--- config.mk ---
export PLATFORM = sky130hd
export DESIGN_NAME = pong_top
export DESIGN_NICKNAME = d
export VERILOG_FILES = /design/src/source/pong_pkg.sv /design/src/source/pong_top.sv /design/src/source/game_main.sv /design/src/source/ball_ctrl.sv /design/src/source/paddle_ctrl.sv /design/src/source/vga_timing.sv
export SDC_FILE = /design/constraint.sdc
export NUM_CORES = 1
export LEC_CHECK = 0
export BUFFER_PORTS_ARGS = -buffer_cell sky130_fd_sc_hd__buf_4
export CORE_UTILIZATION = 57
export CTS_CLUSTER_DIAMETER = 200
export DETAILED_ROUTE_END_ITERATION = 6
export HOLD_SLACK_MARGIN = 0.15
export PLACE_DENSITY = 0.75
export SLEW_MARGIN = 0
export SYNTH_ARGS = -nofsm -noshare
export SYNTH_HDL_FRONTEND = slang
export SYNTH_SLANG_ARGS = --single-unit
--- constraint.sdc ---
create_clock -name clk -period 5 [get_ports clk]
set_clock_uncertainty 0.15 [all_clocks]
set_input_delay 0.75 -clock clk [delete_from_list [all_inputs] [get_ports clk]]
set_output_delay 0.75 -clock clk [all_outputs]
set_load 0.01 [all_outputs]
--- src/source/pong_pkg.sv ---
// ------------------------------
// shared pong definitions
// game state enum, cell geometry,
// vga porch and sync widths
// ------------------------------
`default_nettype none

package pong_pkg;

  // controller states
  typedef enum logic [2:0] {
    ST_IDLE,
    ST_RUNNING,
    ST_P1_POINT,
    ST_P2_POINT,
    ST_GAME_OVER
  } game_state_t;

  // a cell is 16 by 16 pixels
  localparam int CELL_SHIFT = 4;

  // pixel counter, cell index and score widths
  localparam int CNT_W   = 10;
  localparam int CELL_W  = 6;
  localparam int SCORE_W = 4;

  // sync placement after the active area
  localparam int H_FRONT_PORCH = 16;
  localparam int H_SYNC_WIDTH  = 96;
  localparam int V_FRONT_PORCH = 10;
  localparam int V_SYNC_WIDTH  = 2;

endpackage

`default_nettype wire
--- src/source/pong_top.sv ---
// ------------------------------
// pong top level
// timing, paddles, ball, control
// ------------------------------
`timescale 1ns/1ps
`default_nettype none

module pong_top
  import pong_pkg::*;
#(
  parameter int TOTAL_COLS    = 800,
  parameter int TOTAL_ROWS    = 525,
  parameter int ACTIVE_COLS   = 640,
  parameter int ACTIVE_ROWS   = 480,
  parameter int PADDLE_HEIGHT = 6,
  parameter int GAME_SPEED    = 1250000,
  parameter int SCORE_TO_WIN  = 5
) (
  input  wire                clk,
  input  wire                i_rst,
  input  wire                i_start,
  input  wire                i_p1_up,
  input  wire                i_p1_down,
  input  wire                i_p2_up,
  input  wire                i_p2_down,
  output logic               o_hsync,
  output logic               o_vsync,
  output logic [2:0]         o_vga_r,
  output logic [2:0]         o_vga_g,
  output logic [2:0]         o_vga_b,
  output logic [SCORE_W-1:0] o_p1_score,
  output logic [SCORE_W-1:0] o_p2_score,
  output logic               o_game_over
);

  // board size in cells
  localparam int BOARD_WIDTH  = ACTIVE_COLS >> CELL_SHIFT;
  localparam int BOARD_HEIGHT = ACTIVE_ROWS >> CELL_SHIFT;

  logic [CNT_W-1:0]  w_col;
  logic [CNT_W-1:0]  w_row;
  logic              w_active;
  logic              w_hsync;
  logic              w_vsync;
  logic              w_tick;
  logic              w_run;
  logic [CELL_W-1:0] w_paddle_y1;
  logic [CELL_W-1:0] w_paddle_y2;
  logic              w_draw_p1;
  logic              w_draw_p2;
  logic              w_draw_ball;
  logic              w_miss_left;
  logic              w_miss_right;

  vga_timing #(
    .TOTAL_COLS  (TOTAL_COLS),
    .TOTAL_ROWS  (TOTAL_ROWS),
    .ACTIVE_COLS (ACTIVE_COLS),
    .ACTIVE_ROWS (ACTIVE_ROWS)
  ) i_vga_timing (
    .clk      (clk),
    .i_rst    (i_rst),
    .o_col    (w_col),
    .o_row    (w_row),
    .o_active (w_active),
    .o_hsync  (w_hsync),
    .o_vsync  (w_vsync)
  );

  paddle_ctrl #(
    .PADDLE_COL    (0),
    .BOARD_HEIGHT  (BOARD_HEIGHT),
    .PADDLE_HEIGHT (PADDLE_HEIGHT)
  ) i_paddle_1 (
    .clk        (clk),
    .i_rst      (i_rst),
    .i_tick     (w_tick),
    .i_up       (i_p1_up),
    .i_down     (i_p1_down),
    .i_col      (w_col),
    .i_row      (w_row),
    .i_active   (w_active),
    .o_paddle_y (w_paddle_y1),
    .o_draw     (w_draw_p1)
  );

  paddle_ctrl #(
    .PADDLE_COL    (BOARD_WIDTH - 1),
    .BOARD_HEIGHT  (BOARD_HEIGHT),
    .PADDLE_HEIGHT (PADDLE_HEIGHT)
  ) i_paddle_2 (
    .clk        (clk),
    .i_rst      (i_rst),
    .i_tick     (w_tick),
    .i_up       (i_p2_up),
    .i_down     (i_p2_down),
    .i_col      (w_col),
    .i_row      (w_row),
    .i_active   (w_active),
    .o_paddle_y (w_paddle_y2),
    .o_draw     (w_draw_p2)
  );

  ball_ctrl #(
    .BOARD_WIDTH   (BOARD_WIDTH),
    .BOARD_HEIGHT  (BOARD_HEIGHT),
    .PADDLE_HEIGHT (PADDLE_HEIGHT)
  ) i_ball_ctrl (
    .clk          (clk),
    .i_rst        (i_rst),
    .i_tick       (w_tick),
    .i_run        (w_run),
    .i_paddle_y1  (w_paddle_y1),
    .i_paddle_y2  (w_paddle_y2),
    .i_col        (w_col),
    .i_row        (w_row),
    .i_active     (w_active),
    .o_miss_left  (w_miss_left),
    .o_miss_right (w_miss_right),
    .o_draw       (w_draw_ball)
  );

  game_main #(
    .GAME_SPEED   (GAME_SPEED),
    .SCORE_TO_WIN (SCORE_TO_WIN)
  ) i_game_main (
    .clk          (clk),
    .i_rst        (i_rst),
    .i_start      (i_start),
    .i_miss_left  (w_miss_left),
    .i_miss_right (w_miss_right),
    .i_draw_ball  (w_draw_ball),
    .i_draw_p1    (w_draw_p1),
    .i_draw_p2    (w_draw_p2),
    .i_hsync      (w_hsync),
    .i_vsync      (w_vsync),
    .o_tick       (w_tick),
    .o_run        (w_run),
    .o_hsync      (o_hsync),
    .o_vsync      (o_vsync),
    .o_vga_r      (o_vga_r),
    .o_vga_g      (o_vga_g),
    .o_vga_b      (o_vga_b),
    .o_p1_score   (o_p1_score),
    .o_p2_score   (o_p2_score),
    .o_game_over  (o_game_over)
  );

endmodule

`default_nettype wire

--- src/source/game_main.sv ---
// ------------------------------
// game controller
// tick divider, state machine,
// scores, rgb and sync alignment
// ------------------------------
`timescale 1ns/1ps
`default_nettype none

module game_main
  import pong_pkg::*;
#(
  parameter int GAME_SPEED   = 1250000,
  parameter int SCORE_TO_WIN = 5
) (
  input  wire                clk,
  input  wire                i_rst,
  input  wire                i_start,
  input  wire                i_miss_left,
  input  wire                i_miss_right,
  input  wire                i_draw_ball,
  input  wire                i_draw_p1,
  input  wire                i_draw_p2,
  input  wire                i_hsync,
  input  wire                i_vsync,
  output logic               o_tick,
  output logic               o_run,
  output logic               o_hsync,
  output logic               o_vsync,
  output logic [2:0]         o_vga_r,
  output logic [2:0]         o_vga_g,
  output logic [2:0]         o_vga_b,
  output logic [SCORE_W-1:0] o_p1_score,
  output logic [SCORE_W-1:0] o_p2_score,
  output logic               o_game_over
);

  localparam int TICK_W = (GAME_SPEED > 1) ? $clog2(GAME_SPEED) : 1;

  game_state_t        r_state;
  logic [TICK_W-1:0]  r_tick_cnt;
  logic [SCORE_W-1:0] w_p1_next;
  logic [SCORE_W-1:0] w_p2_next;
  logic               w_draw;

  assign w_p1_next   = o_p1_score + 1'b1;
  assign w_p2_next   = o_p2_score + 1'b1;
  assign w_draw      = i_draw_ball | i_draw_p1 | i_draw_p2;
  assign o_run       = (r_state == ST_RUNNING);
  assign o_game_over = (r_state == ST_GAME_OVER);

  // free running game tick
  always_ff @(posedge clk) begin
    if (i_rst) begin
      r_tick_cnt <= '0;
      o_tick     <= 1'b0;
    end else if (r_tick_cnt == TICK_W'(GAME_SPEED - 1)) begin
      r_tick_cnt <= '0;
      o_tick     <= 1'b1;
    end else begin
      r_tick_cnt <= r_tick_cnt + 1'b1;
      o_tick     <= 1'b0;
    end
  end

  always_ff @(posedge clk) begin
    if (i_rst) begin
      r_state    <= ST_IDLE;
      o_p1_score <= '0;
      o_p2_score <= '0;
    end else begin
      unique case (r_state)
        ST_IDLE: begin
          if (i_start) begin
            r_state <= ST_RUNNING;
          end
        end
        ST_RUNNING: begin
          // a right miss is a point for player 1
          if (i_miss_right) begin
            r_state <= ST_P1_POINT;
          end else if (i_miss_left) begin
            r_state <= ST_P2_POINT;
          end
        end
        ST_P1_POINT: begin
          o_p1_score <= w_p1_next;
          r_state    <= (w_p1_next == SCORE_W'(SCORE_TO_WIN)) ? ST_GAME_OVER : ST_IDLE;
        end
        ST_P2_POINT: begin
          o_p2_score <= w_p2_next;
          r_state    <= (w_p2_next == SCORE_W'(SCORE_TO_WIN)) ? ST_GAME_OVER : ST_IDLE;
        end
        ST_GAME_OVER: begin
          if (i_start) begin
            o_p1_score <= '0;
            o_p2_score <= '0;
            r_state    <= ST_IDLE;
          end
        end
        default: begin
          r_state <= ST_IDLE;
        end
      endcase
    end
  end

  // syncs get one extra stage to match the rgb register
  always_ff @(posedge clk) begin
    if (i_rst) begin
      o_hsync <= 1'b1;
      o_vsync <= 1'b1;
      o_vga_r <= '0;
      o_vga_g <= '0;
      o_vga_b <= '0;
    end else begin
      o_hsync <= i_hsync;
      o_vsync <= i_vsync;
      o_vga_r <= w_draw ? 3'd7 : 3'd0;
      o_vga_g <= w_draw ? 3'd7 : 3'd0;
      o_vga_b <= w_draw ? 3'd7 : 3'd0;
    end
  end

endmodule

`default_nettype wire

--- src/source/ball_ctrl.sv ---
// ------------------------------
// ball controller
// movement, wall and paddle
// bounce, miss pulses, draw flag
// ------------------------------
`timescale 1ns/1ps
`default_nettype none

module ball_ctrl
  import pong_pkg::*;
#(
  parameter int BOARD_WIDTH   = 40,
  parameter int BOARD_HEIGHT  = 30,
  parameter int PADDLE_HEIGHT = 6
) (
  input  wire               clk,
  input  wire               i_rst,
  input  wire               i_tick,
  input  wire               i_run,
  input  wire  [CELL_W-1:0] i_paddle_y1,
  input  wire  [CELL_W-1:0] i_paddle_y2,
  input  wire  [CNT_W-1:0]  i_col,
  input  wire  [CNT_W-1:0]  i_row,
  input  wire               i_active,
  output logic              o_miss_left,
  output logic              o_miss_right,
  output logic              o_draw
);

  localparam int X_MAX   = BOARD_WIDTH - 1;
  localparam int Y_MAX   = BOARD_HEIGHT - 1;
  localparam int X_START = BOARD_WIDTH / 2;
  localparam int Y_START = BOARD_HEIGHT / 2;

  logic [CELL_W-1:0] r_ball_x;
  logic [CELL_W-1:0] r_ball_y;
  // 1 means right / down
  logic              r_dir_x;
  logic              r_dir_y;

  logic              w_dir_y;
  logic [CELL_W-1:0] w_x_next;
  logic [CELL_W-1:0] w_y_next;
  logic              w_hit_left;
  logic              w_hit_right;
  logic [CELL_W-1:0] w_cell_col;
  logic [CELL_W-1:0] w_cell_row;

  assign w_cell_col = CELL_W'(i_col >> CELL_SHIFT);
  assign w_cell_row = CELL_W'(i_row >> CELL_SHIFT);

  always_comb begin
    // wall bounce comes before the step
    w_dir_y = r_dir_y;
    if (r_ball_y == '0) begin
      w_dir_y = 1'b1;
    end else if (r_ball_y == CELL_W'(Y_MAX)) begin
      w_dir_y = 1'b0;
    end
    w_x_next = r_dir_x ? r_ball_x + 1'b1 : r_ball_x - 1'b1;
    w_y_next = w_dir_y ? r_ball_y + 1'b1 : r_ball_y - 1'b1;
    // paddle checks use the row the ball lands on
    w_hit_left  = (w_y_next >= i_paddle_y1)
               && (w_y_next < i_paddle_y1 + CELL_W'(PADDLE_HEIGHT));
    w_hit_right = (w_y_next >= i_paddle_y2)
               && (w_y_next < i_paddle_y2 + CELL_W'(PADDLE_HEIGHT));
  end

  always_ff @(posedge clk) begin
    if (i_rst) begin
      r_ball_x     <= CELL_W'(X_START);
      r_ball_y     <= CELL_W'(Y_START);
      r_dir_x      <= 1'b1;
      r_dir_y      <= 1'b1;
      o_miss_left  <= 1'b0;
      o_miss_right <= 1'b0;
    end else begin
      o_miss_left  <= 1'b0;
      o_miss_right <= 1'b0;
      if (!i_run) begin
        // parked at the centre between rallies
        r_ball_x <= CELL_W'(X_START);
        r_ball_y <= CELL_W'(Y_START);
        r_dir_x  <= 1'b1;
        r_dir_y  <= 1'b1;
      end else if (i_tick) begin
        r_ball_x <= w_x_next;
        r_ball_y <= w_y_next;
        r_dir_y  <= w_dir_y;
        if (w_x_next == CELL_W'(X_MAX)) begin
          if (w_hit_right) begin
            r_dir_x <= 1'b0;
          end else begin
            o_miss_right <= 1'b1;
          end
        end else if (w_x_next == '0) begin
          if (w_hit_left) begin
            r_dir_x <= 1'b1;
          end else begin
            o_miss_left <= 1'b1;
          end
        end
      end
    end
  end

  always_ff @(posedge clk) begin
    if (i_rst) begin
      o_draw <= 1'b0;
    end else begin
      o_draw <= i_active && (w_cell_col == r_ball_x) && (w_cell_row == r_ball_y);
    end
  end

endmodule

`default_nettype wire

--- src/source/paddle_ctrl.sv ---
// ------------------------------
// single paddle controller
// clamped cell movement, draw flag
// ------------------------------
`timescale 1ns/1ps
`default_nettype none

module paddle_ctrl
  import pong_pkg::*;
#(
  parameter int PADDLE_COL    = 0,
  parameter int BOARD_HEIGHT  = 30,
  parameter int PADDLE_HEIGHT = 6
) (
  input  wire               clk,
  input  wire               i_rst,
  input  wire               i_tick,
  input  wire               i_up,
  input  wire               i_down,
  input  wire  [CNT_W-1:0]  i_col,
  input  wire  [CNT_W-1:0]  i_row,
  input  wire               i_active,
  output logic [CELL_W-1:0] o_paddle_y,
  output logic              o_draw
);

  // lowest legal top row, and the centred start row
  localparam int Y_MAX   = BOARD_HEIGHT - PADDLE_HEIGHT;
  localparam int Y_START = Y_MAX / 2;

  logic [CELL_W-1:0] w_cell_col;
  logic [CELL_W-1:0] w_cell_row;

  assign w_cell_col = CELL_W'(i_col >> CELL_SHIFT);
  assign w_cell_row = CELL_W'(i_row >> CELL_SHIFT);

  // up wins when both buttons are held
  always_ff @(posedge clk) begin
    if (i_rst) begin
      o_paddle_y <= CELL_W'(Y_START);
    end else if (i_tick) begin
      if (i_up) begin
        if (o_paddle_y != '0) begin
          o_paddle_y <= o_paddle_y - 1'b1;
        end
      end else if (i_down) begin
        if (o_paddle_y < CELL_W'(Y_MAX)) begin
          o_paddle_y <= o_paddle_y + 1'b1;
        end
      end
    end
  end

  always_ff @(posedge clk) begin
    if (i_rst) begin
      o_draw <= 1'b0;
    end else begin
      o_draw <= i_active
             && (w_cell_col == CELL_W'(PADDLE_COL))
             && (w_cell_row >= o_paddle_y)
             && (w_cell_row < o_paddle_y + CELL_W'(PADDLE_HEIGHT));
    end
  end

endmodule

`default_nettype wire

--- src/source/vga_timing.sv ---
// ------------------------------
// vga timing generator
// pixel counters, active flag,
// registered hsync and vsync
// ------------------------------
`timescale 1ns/1ps
`default_nettype none

module vga_timing
  import pong_pkg::*;
#(
  parameter int TOTAL_COLS  = 800,
  parameter int TOTAL_ROWS  = 525,
  parameter int ACTIVE_COLS = 640,
  parameter int ACTIVE_ROWS = 480
) (
  input  wire              clk,
  input  wire              i_rst,
  output logic [CNT_W-1:0] o_col,
  output logic [CNT_W-1:0] o_row,
  output logic             o_active,
  output logic             o_hsync,
  output logic             o_vsync
);

  localparam int HS_START = ACTIVE_COLS + H_FRONT_PORCH;
  localparam int HS_END   = HS_START + H_SYNC_WIDTH;
  localparam int VS_START = ACTIVE_ROWS + V_FRONT_PORCH;
  localparam int VS_END   = VS_START + V_SYNC_WIDTH;

  logic [CNT_W-1:0] w_col_next;
  logic [CNT_W-1:0] w_row_next;
  logic             w_line_end;

  always_comb begin
    w_line_end = (o_col == CNT_W'(TOTAL_COLS - 1));
    w_col_next = w_line_end ? '0 : o_col + 1'b1;
    w_row_next = o_row;
    if (w_line_end) begin
      if (o_row == CNT_W'(TOTAL_ROWS - 1)) begin
        w_row_next = '0;
      end else begin
        w_row_next = o_row + 1'b1;
      end
    end
  end

  always_ff @(posedge clk) begin
    if (i_rst) begin
      o_col    <= '0;
      o_row    <= '0;
      // pixel (0,0) is on screen
      o_active <= 1'b1;
      o_hsync  <= 1'b1;
      o_vsync  <= 1'b1;
    end else begin
      o_col    <= w_col_next;
      o_row    <= w_row_next;
      // decoded from the next count so it stays aligned with o_col and o_row
      o_active <= (w_col_next < CNT_W'(ACTIVE_COLS)) && (w_row_next < CNT_W'(ACTIVE_ROWS));
      // syncs trail the counters by one cycle, active low
      o_hsync  <= !((o_col >= CNT_W'(HS_START)) && (o_col < CNT_W'(HS_END)));
      o_vsync  <= !((o_row >= CNT_W'(VS_START)) && (o_row < CNT_W'(VS_END)));
    end
  end

endmodule

`default_nettype wire

==> results of run 1 <==
==> per-stage QoR <==
| step | power (W) | instances |
|---|---|---|
| after global routing | 0.00133 | 816 |
| after CTS | 0.00130 | 816 |
| final | 0.00128 | 816 |
| after floorplan | 0.000777 | 670 |
| after global placement | 0.000790 | 800 |
| after detailed placement | 0.000793 | 800 |
==> power by group <==
part | internal, W | total (W) | switching [W] | leakage [nW]
registers | 0.000721 | 0.000725 | 0.00000436 | 0.727
clock network | 0.000237 | 0.000507 | 0.000270 | 0.0939
logic | 0.0000197 | 0.0000505 | 0.0000308 | 1.69
==> kinds of logic after synthesis <==
kind of cell	synth area share
buffers and inverters	0.0470
AOI/OAI and AO/OA	0.133
DFF	0.313
muxes	0.0246
adders and majority gates	0.166
xor gates and xnor gates	0.116
and+or+nand+nor	0.200
==> worst paths after layout <==
kind / from / endpoint / slack, ns
worst min register to register: i_vga_timing.o_hsync$_SDFF_PP1_ / i_game_main.o_hsync$_SDFF_PP1_ / 0.27
worst min-delay path: i_vga_timing.o_hsync$_SDFF_PP1_ / i_game_main.o_hsync$_SDFF_PP1_ / 0.27
worst max register to register: i_ball_ctrl.r_ball_y[0]$_SDFFE_PP1P_ / i_ball_ctrl.r_dir_x$_SDFFE_PP1P_ / 0.78
worst max-delay path: i_ball_ctrl.r_ball_y[0]$_SDFFE_PP1P_ / i_ball_ctrl.r_dir_x$_SDFFE_PP1P_ / 0.78
==> metal layers <==
layer	global-route usage	routed length, um	vias to the layer above
li1	-	-	2360
met1	0.307	5490	2129
met2	0.421	5760	52
met3	0.0321	329	16
met4	0.0956	242	0
met5	0	0	-
==> state kept, by name, indices dropped and copies added, names as in the netlist, 3 cells and up <==
signal	count
i_game_main.o_p2_score	4
i_paddle_2.o_paddle_y	6
i_game_main.r_state	3
i_vga_timing.o_col	10
i_paddle_1.o_paddle_y	6
i_vga_timing.o_row	10
i_ball_ctrl.r_ball_x	6
i_ball_ctrl.r_ball_y	6
i_game_main.r_tick_cnt	21
i_game_main.o_p1_score	4
==> layout make-up <==
| class | count | area, sq um | share of cell area |
|---|---|---|---|
| multi-input cells | 517 | 3680 | 0.596 |
| well taps | 133 | 166 | 0.0269 |
| inverters | 33 | 124 | 0.0201 |
| clock inverters | 6 | 71.3 | 0.0115 |
| flip-flops and latches | 90 | 1800 | 0.292 |
| repair buffers | 27 | 203 | 0.0328 |
| clock buffers | 10 | 128 | 0.0207 |
==> placed cells by master (no fill, tap or decap), types with 7 or more instances in the layout <==
master	instances
nand3_1	24
a211oi_1	7
mux2i_1	13
dfxtp_1	90
a21o_1	17
clkbuf_8	9
xor2_1	29
nand2_1	41
buf_4	27
o21ai_0	20
nor3_1	11
ha_1	69
and3_1	7
o21bai_1	8
nor2_1	85
nor2b_1	7
xnor2_1	45
or3_1	7
a21oi_1	40
nand2b_1	7
inv_1	32
nand4_1	13
nor4b_1	7
nor4_1	9
==> reports/results.md, run 1 <==
| Parameter | Reported |
|:---|:---|
| Synth top area share | 0.313 |
| CP Class | reg -> reg |
| Most used DFF post-synth | dfxtp_1 |
| Relative slew margins | 0.290 |
| Flip-flop and latch count after synthesis | 90 |
| Setup repair after global routing missed its margin | false |
| Initial cell density of the core | 0.588 |
| R2R depth | 13 |
| Average wire per cell in the routed design | 14.5 um |
| Leakage | 2.51 nW |
| Areal power density over the cells | 208 nW/um^2 |
| Via-per-instance ratio | 5.58 |
| Period minus WS final | 4.22 ns |
| Pin count of the biggest net entering global routing | 36 |
| Die span in y | 102 um |
| Number of optimization iterations in the first detailed-route pass | 4 |
| Cts-stage hold buffer count | 0 |
| Type of destination of the critical path | flop |
| Worst min-delay path category | reg -> reg |
| DRC violation count after routing | 0 |
| Distinct cell type count of the synthesized netlist | 56 |
| Die width | 102 um |
| Via count of the first global-routing pass | 4317 |
| Routed via count | 4557 |
| Post-synthesis async set-or-reset flop share | 0 |
| Hold Fails Final Rpt | 0 |
| Detailed placer's ending HPWL | 8.97 mm |
| Yosys warning count | 0 |
| Post-route standard cell area excluding fillers | 6180 sq um |
| Library cell occupying the most area in the post-synthesis netlist | dfxtp_1 |
| Pins over their slew limit | 0 |
| TritonCTS clock tree | done |
| Die Outline Area | 10500 sq um |
| GRT overflow | 0 |
| Instance count along the most critical hold path | 1 |
| Total routing usage reported by global routing | 0.244 |
| Clock transition at path regs | 0.09 ns |
| Final worst-path cycle share | 0.843 |
| Cell depth of the worst setup path | 13 |
| Maximum single-stage delay on the critical path | 0.55 ns |
| Worst path required time | 5.14 ns |
| Critical path, cell by cell | nand4_1, or3_1, a21oi_1, ha_1, a21o_1, a21oi_1, xnor2_1, ha_1, a21oi_1, o21ai_0, maj3_2, o41a_1, a211oi_2 |
| Sink count of the clock tree | 90 |
| Area growth syn-to-layout | 7.42% |
| Top fanout value on the critical path | 9 |
| Kind of launch point of the worst setup path | flop |
| Number of top-level pins | 27 |
| Final TNS setup | 0 ns |
| H-tree depth reported by CTS | 3 |
| Max VDD drop | 0.165 mV |
| Main area contributors after synthesis | dfxtp_1 (31%), ha_1 (15%), xnor2_1 (6.9%), nor2_1 (5.5%), xor2_1 (4.4%) |
| Buffers on Ports | 26 |
| Synth Net Count | 750 |
| Total placed instance area | 5980 sq um |
| CP max-delay cell | dfxtp_1 |
| Filler instances | 855 |
| Finish-stage setup viols | 0 |
| Number of rows in the core area | 36 |
| Sequential area share after synthesis | 0.313 |
| Most common cell on crit path | a21oi_1 |
| Number of nets in the layout | 758 |
| Routed wire length | 11.8 mm |
| First-pass GRT wire length | 20.0 mm |
| Count of inserted antenna diode cells | 0 |
| Top-count cell post-synth | dfxtp_1 |
| Average instance area after synthesis | 8.58 sq um |
| Post_cts resized | 0 |
| Timing-limited maximum frequency | 0.237 GHz |
| EDFF count, synth | 0 |
| Worst slack on hold paths | 0.269 ns |
| Result of the run | completed |
| Synthesized instance count | 670 |
| CORE AREA | 9770 sq um |
| Most instantiated cells after synthesis | dfxtp_1 (90), nor2_1 (85), ha_1 (69), xnor2_1 (45), nand2_1 (41) |
| Critical path buffers and inverters | 0 |
| Number of antenna violations at the first check in global routing | 0 |
| Arrival time of the worst setup path | 4.35 ns |
| Final core occ | 0.632 |
| Clock latency of the later-clocked register in the worst-skew pair | 0.36 ns |
| Family with the most delay on the worst path | compound AO/OA/AOI/OAI gates |
| Post-Place Setup Slack | 0.767 ns |
| Post-CTS setup repair buffer count | 0 |
| Maximum root-to-sink buffer count | 2 |
| Post-layout worst setup margin | 0.785 ns |
| Detailed router's first-iteration violation count | 213 |
| Antenna violation net count after detailed routing | 0 |
| Count of maximum capacitance violations | 0 |
| Share of layout cells above drive strength 1 | 0.0776 |
| Least-Margin Pin Slew | 1.06 ns |
| Area of the mapped netlist | 5750 sq um |
| Clock buffers created by TritonCTS | 9 |
| Clock root cell | clkbuf_8 |
| Global placement routability congestion | 0.861 |
Power figures use the tool's default switching activity.
==> run 2, diff against run 1 <==
==> constraint.sdc (replaced) <==
create_clock -name clk -period 3.9 [get_ports clk]
set_clock_uncertainty 0.15 [all_clocks]
set_input_delay 0.585 -clock clk [delete_from_list [all_inputs] [get_ports clk]]
set_output_delay 0.585 -clock clk [all_outputs]
set_load 0.01 [all_outputs]
==> reports/results.md, run 2 (same netlist as run 1, synthesis figures left out) <==
| Parameter | Reported |
|:---|:---|
| Detailed router's first-iteration violation count | 165 |
| Global placement routability congestion | 0.854 |
| Detailed placer's ending HPWL | 9.23 mm |
| Most common library cell in the layout ignoring fill and taps | dfxtp_1 |
| CP max-delay cell | or4_4 |
| Top fanout value on the critical path | 6 |
| Register with the most flip-flops | i_game_main.r_tick_cnt |
| Die span in y | 102 um |
| Final worst-path cycle share | 0.959 |
| Max FFs per register | 21 |
| Cts-stage hold buffer count | 0 |
| Arrival time of the worst setup path | 3.89 ns |
| Most used cells in the layout excluding fill and tap cells | dfxtp_1 (88), nor2_1 (85), ha_1 (69) |
| Average wire per cell in the routed design | 14.8 um |
| Fraction of power spent switching nets | 0.250 |
| Sink count of the clock tree | 90 |
| Antenna violation net count after detailed routing | 0 |
| Via count of the first global-routing pass | 4504 |
| Family with the most delay on the worst path | compound AO/OA/AOI/OAI gates |
| Number of optimization iterations in the first detailed-route pass | 4 |
| Period minus WS final | 3.74 ns |
| Routed wire length | 12.2 mm |
| Number of nets in the layout | 768 |
| Count of maximum capacitance violations | 0 |
| Most common cell on crit path | a21oi_1 |
| Areal power density over the cells | 256 nW/um^2 |
| Number of top-level pins | 27 |
| First-pass GRT wire length | 20.3 mm |
| Clock latency of the later-clocked register in the worst-skew pair | 0.37 ns |
| Routed via count | 4767 |
| Clock transition at path regs | 0.09 ns |
| CP Class | reg -> reg |
| Kind of launch point of the worst setup path | flop |
| Pins over their slew limit | 0 |
| Final core occ | 0.641 |
| Net load switching power | 0.000402 W |
| Worst min-delay path category | reg -> reg |
| GRT overflow | 0 |
| Total routing usage reported by global routing | 0.248 |
| Least-Margin Pin Slew | 0.717 ns |
| Hold Fails Final Rpt | 0 |
| Die width | 102 um |
| Critical path, cell by cell | or4_4, nor3_4, a21oi_4, fa_2, a21o_1, a21oi_1, xnor2_1, ha_1, a21oi_1, o21ai_1, maj3_2, o41a_1, a211oi_2 |
| Timing-limited maximum frequency | 0.267 GHz |
| Share of layout cells above drive strength 1 | 0.101 |
| Registers with the most flip-flops | i_game_main.r_tick_cnt (21), i_vga_timing.o_col (10), i_vga_timing.o_row (10) |
| Worst slack on hold paths | 0.270 ns |
| H-tree depth reported by CTS | 3 |
| Pin count of the biggest net entering global routing | 36 |
| Clock buffers created by TritonCTS | 9 |
| Clock network power share | 0.380 |
| Result of the run | completed |
| Max VDD drop | 0.156 mV |
| CORE AREA | 9770 sq um |
| DRC violation count after routing | 0 |
| Internal power | 0.00121 W |
| Type of destination of the critical path | flop |
| Die Outline Area | 10500 sq um |
| Post-route standard cell area excluding fillers | 6270 sq um |
| Buffers on Ports | 26 |
| Count of inserted antenna diode cells | 0 |
| Initial cell density of the core | 0.588 |
| Via-per-instance ratio | 5.77 |
| Number of rows in the core area | 36 |
| Number of antenna violations at the first check in global routing | 0 |
| Fraction of power consumed by sequential logic | 0.579 |
| Combinational share of power | 0.041 |
| Maximum single-stage delay on the critical path | 0.54 ns |
| Area growth syn-to-layout | 9.05% |
| Clock root cell | clkbuf_8 |
| TritonCTS clock tree | done |
| Leakage | 2.56 nW |
| Relative slew margins | 0.520 |
| Worst path required time | 4.05 ns |
| Pwr Total | 0.00161 W |
| Total placed instance area | 6040 sq um |
| Finish-stage setup viols | 0 |
| Critical path buffers and inverters | 0 |
| Maximum root-to-sink buffer count | 2 |
-- run 2: worst paths after layout --
kind                            depth (start not counted)                                  from                          endpoint  slack (ns)
worst max-delay path                                   13  i_ball_ctrl.r_ball_y[2]$_SDFFE_PP1P_  i_ball_ctrl.r_dir_x$_SDFFE_PP1P_        0.16
worst min register to register                          1       i_vga_timing.o_hsync$_SDFF_PP1_    i_game_main.o_hsync$_SDFF_PP1_        0.27
worst max register to register                         13  i_ball_ctrl.r_ball_y[2]$_SDFFE_PP1P_  i_ball_ctrl.r_dir_x$_SDFFE_PP1P_        0.16
worst min-delay path                                    1       i_vga_timing.o_hsync$_SDFF_PP1_    i_game_main.o_hsync$_SDFF_PP1_        0.27
-- run 2: layer usage --
| metal | GRT usage | share of wire | vias up |
|---|---|---|---|
| met5 | 0 | 0 | - |
| met4 | 0.123 | 0.027 | 0 |
| met3 | 0.0410 | 0.038 | 29 |
| met2 | 0.437 | 0.48 | 101 |
| met1 | 0.291 | 0.45 | 2259 |
| li1 | - | - | 2378 |
-- run 2: power groups by stage --
stage                     clock, W  combinational [W]  sequential [W]
after floorplan                  0          0.0000474        0.000949
after global placement           0          0.0000632        0.000951
after detailed placement         0          0.0000664        0.000951
after CTS                 0.000626          0.0000665        0.000930
after global routing      0.000662          0.0000749        0.000931
final                     0.000611          0.0000662        0.000930
-- run 2: through the flow --
step	setup WS, ns	TNS [ns]	std cells
global route	-0.00675	-0.00803	826
CTS	0.0218	0	824
global placement	0.153	0	808
floorplan	0.0664	0	670
detailed placement	0.0192	0	808
finish	0.158	0	826
-- run 2: cell type report --
cell class | count | area, sq um
Sequential cell | 90 | 1800
Multi-Input combinational cell | 517 | 3710
Fill cell | 859 | 3500
Inverter | 33 | 124
Timing Repair Buffer | 37 | 278
Clock inverter | 6 | 48.8
Clock buffer | 10 | 138
Tap cell | 133 | 166
-- run 2: what timing repair did --
item | 4_1_cts | 5_1_grt
setup buffers | 0 | 2
cloned | 0 | 0
setup endpoints to repair | 1 | 3
pin swaps | 0 | 4
gates resized for setup | 1 | 8
==> run 3, diff against run 2 <==
--- a/config.mk
+++ b/config.mk
@@ -5,6 +5,7 @@
 export SDC_FILE = /design/constraint.sdc
 export NUM_CORES = 1
 export LEC_CHECK = 0
+export ABC_AREA = 1
 export BUFFER_PORTS_ARGS = -buffer_cell sky130_fd_sc_hd__buf_4
 export CORE_UTILIZATION = 57
 export CTS_CLUSTER_DIAMETER = 200
==> reports/results.md, run 3 <==
| Parameter | Reported |
|:---|:---|
| Result of the run | completed |
| Yosys warning count | 0 |
| Detailed router's first-iteration violation count | 210 |
| Synthesized instance count | 822 |
| Routed via count | 5411 |
| Top-count cell post-synth | nand2_1 |
| Period minus WS final | 3.50 ns |
| Synth Net Count | 902 |
| Die span in y | 105 um |
| Clock buffers created by TritonCTS | 9 |
| Number of optimization iterations in the first detailed-route pass | 5 |
| Average wire per cell in the routed design | 13.8 um |
| CORE AREA | 10300 sq um |
| Registers with the most flip-flops | i_game_main.r_tick_cnt (21), i_vga_timing.o_col (10), i_vga_timing.o_row (10) |
| Most common library cell in the layout ignoring fill and taps | nand2_1 |
| Post-synthesis async set-or-reset flop share | 0 |
| Leakage | 3.03 nW |
| Detailed placer's ending HPWL | 10.3 mm |
| Area growth syn-to-layout | 8.04% |
| Final worst-path cycle share | 0.896 |
| Pin count of the biggest net entering global routing | 24 |
| Distinct cell type count of the synthesized netlist | 45 |
| Die width | 105 um |
| Die Outline Area | 11100 sq um |
| Post_cts resized | 0 |
| Timing-limited maximum frequency | 0.286 GHz |
| Maximum root-to-sink buffer count | 2 |
| Via count of the first global-routing pass | 5131 |
| TritonCTS clock tree | done |
| Average instance area after synthesis | 7.40 sq um |
| Post-CTS setup repair buffer count | 0 |
| Most used DFF post-synth | dfxtp_1 |
| Max VDD drop | 0.213 mV |
| Main area contributors after synthesis | dfxtp_1 (30%), ha_1 (14%), nand2_1 (8.9%), inv_1 (6.9%), a21oi_1 (4.9%) |
| Type of destination of the critical path | flop |
| First-pass GRT wire length | 23.1 mm |
| Sequential area share after synthesis | 0.296 |
| Kind of launch point of the worst setup path | flop |
| H-tree depth reported by CTS | 3 |
| CP Class | reg -> reg |
| Count of inserted antenna diode cells | 0 |
| Number of antenna violations at the first check in global routing | 0 |
| Antenna violation net count after detailed routing | 0 |
| Clock transition at path regs | 0.09 ns |
| Clock root cell | clkbuf_8 |
| Most instantiated cells after synthesis | nand2_1 (145), inv_1 (112), dfxtp_1 (90), nor2_1 (75), ha_1 (69) |
| Number of nets in the layout | 921 |
| Most used cells in the layout excluding fill and tap cells | nand2_1 (145), inv_1 (112), dfxtp_1 (89) |
| Setup repair after global routing missed its margin | false |
| Areal power density over the cells | 266 nW/um^2 |
| Initial cell density of the core | 0.590 |
| Flip-flop and latch count after synthesis | 90 |
| Final TNS setup | 0 ns |
| Arrival time of the worst setup path | 3.65 ns |
| Global placement routability congestion | 0.881 |
| Number of top-level pins | 27 |
| Worst min-delay path category | reg -> reg |
| Placed cells | 966 |
| Least-Margin Pin Slew | 0.675 ns |
| Finish-stage setup viols | 0 |
| Max FFs per register | 21 |
| Register with the most flip-flops | i_game_main.r_tick_cnt |
| Routed wire length | 13.5 mm |
| Synth top area share | 0.296 |
| Clock latency of the later-clocked register in the worst-skew pair | 0.37 ns |
| Share of layout cells above drive strength 1 | 0.0981 |
| Relative slew margins | 0.549 |
| Filler instances | 926 |
| DRC violation count after routing | 0 |
| Hold Fails Final Rpt | 0 |
| Instance count along the most critical hold path | 1 |
| Worst path required time | 4.06 ns |
| Finished Layout Cells | 982 |
| Count of maximum capacitance violations | 0 |
| Buffers on Ports | 26 |
| Via-per-instance ratio | 5.51 |
| Sink count of the clock tree | 90 |
| R2R depth | 23 |
| Total routing usage reported by global routing | 0.254 |
| EDFF count, synth | 0 |
| Pins over their slew limit | 0 |
| Number of rows in the core area | 37 |
| Library cell occupying the most area in the post-synthesis netlist | dfxtp_1 |
| Area of the mapped netlist | 6090 sq um |
| Cts-stage hold buffer count | 0 |
| Top fanout value on the critical path | 7 |
| GRT overflow | 0 |
## run 3: cell type report
class | count | area [sq um] | share of cell area
inverter | 116 | 435 | 0.0662
multi-input combinational | 597 | 3740 | 0.569
tap | 136 | 170 | 0.0259
clock buffer | 10 | 128 | 0.0194
timing repair buffer | 27 | 203 | 0.0308
clock inverter | 6 | 96.3 | 0.0147
sequential | 90 | 1800 | 0.274
## run 3: logic make-up (layout without fill, tap and decap cells)
kind of cell    after synthesis  in the layout  share of synthesized area
buf+inv                     135            159                     0.0894
simple gates                361            361                      0.291
compound gates              132            132                      0.124
fa+ha+maj                    73             73                      0.155
xor+xnor                     31             31                     0.0446
flops                        90             90                      0.296
## run 3: path summary, 6_finish.rpt
| path | from | to | slack (ns) |
|---|---|---|---|
| worst max-delay path | i_ball_ctrl.r_ball_y[0]$_SDFFE_PP1P_ | i_ball_ctrl.r_dir_x$_SDFFE_PP1P_ | 0.40 |
| worst min-delay path | i_vga_timing.o_hsync$_SDFF_PP1_ | i_game_main.o_hsync$_SDFF_PP1_ | 0.27 |
| worst max register to register | i_ball_ctrl.r_ball_y[0]$_SDFFE_PP1P_ | i_ball_ctrl.r_dir_x$_SDFFE_PP1P_ | 0.40 |
| worst min register to register | i_vga_timing.o_hsync$_SDFF_PP1_ | i_game_main.o_hsync$_SDFF_PP1_ | 0.27 |
## run 3: critical path, stage by stage (launching register included)
cell     delay (ns)
dfxtp_2        0.44
nand2_1        0.08
nor2_1         0.10
nand2_1        0.05
nand2_1        0.07
nand2_1        0.05
inv_1          0.18
ha_1           0.31
nand2_1        0.08
inv_1          0.05
nor2_1         0.07
o21ai_0        0.09
or2_2          0.28
nand2_1        0.07
inv_1          0.10
ha_1           0.33
a21oi_1        0.14
o21ai_0        0.08
or3_1          0.35
nand3_1        0.12
nand2_1        0.06
nand3_1        0.07
nand2_1        0.05
nand2_1        0.05
## run 3: per-stage QoR
stage	power, W	util	cell area (sq um)	hold WS, ns	setup slack [ns]
5_1_grt	0.00181	0.637	6580	0.285	0.0521
2_1_floorplan	0.00101	-	6090	0.239	0.718
4_1_cts	0.00176	0.637	6570	0.269	0.298
3_5_place_dp	0.00103	0.615	6350	0.248	0.335
3_3_place_gp	0.00103	0.615	6350	0.245	0.486
6_report	0.00175	0.637	6580	0.266	0.405
## run 3: routing by layer
| layer | global-route usage | up-vias | wire, um |
|---|---|---|---|
| met5 | 0 | - | 0 |
| met3 | 0.0470 | 35 | 634 |
| li1 | - | 2761 | - |
| met2 | 0.429 | 158 | 6280 |
| met4 | 0.0956 | 0 | 352 |
| met1 | 0.322 | 2457 | 6250 |
## run 3: where the power goes
part | total, W | switching (W) | internal, W
Combinational | 0.0000797 | 0.0000518 | 0.0000279
Clock | 0.000737 | 0.000366 | 0.000371
Sequential | 0.000933 | 0.00000693 | 0.000926
Total | 0.00175 | 0.000425 | 0.00132
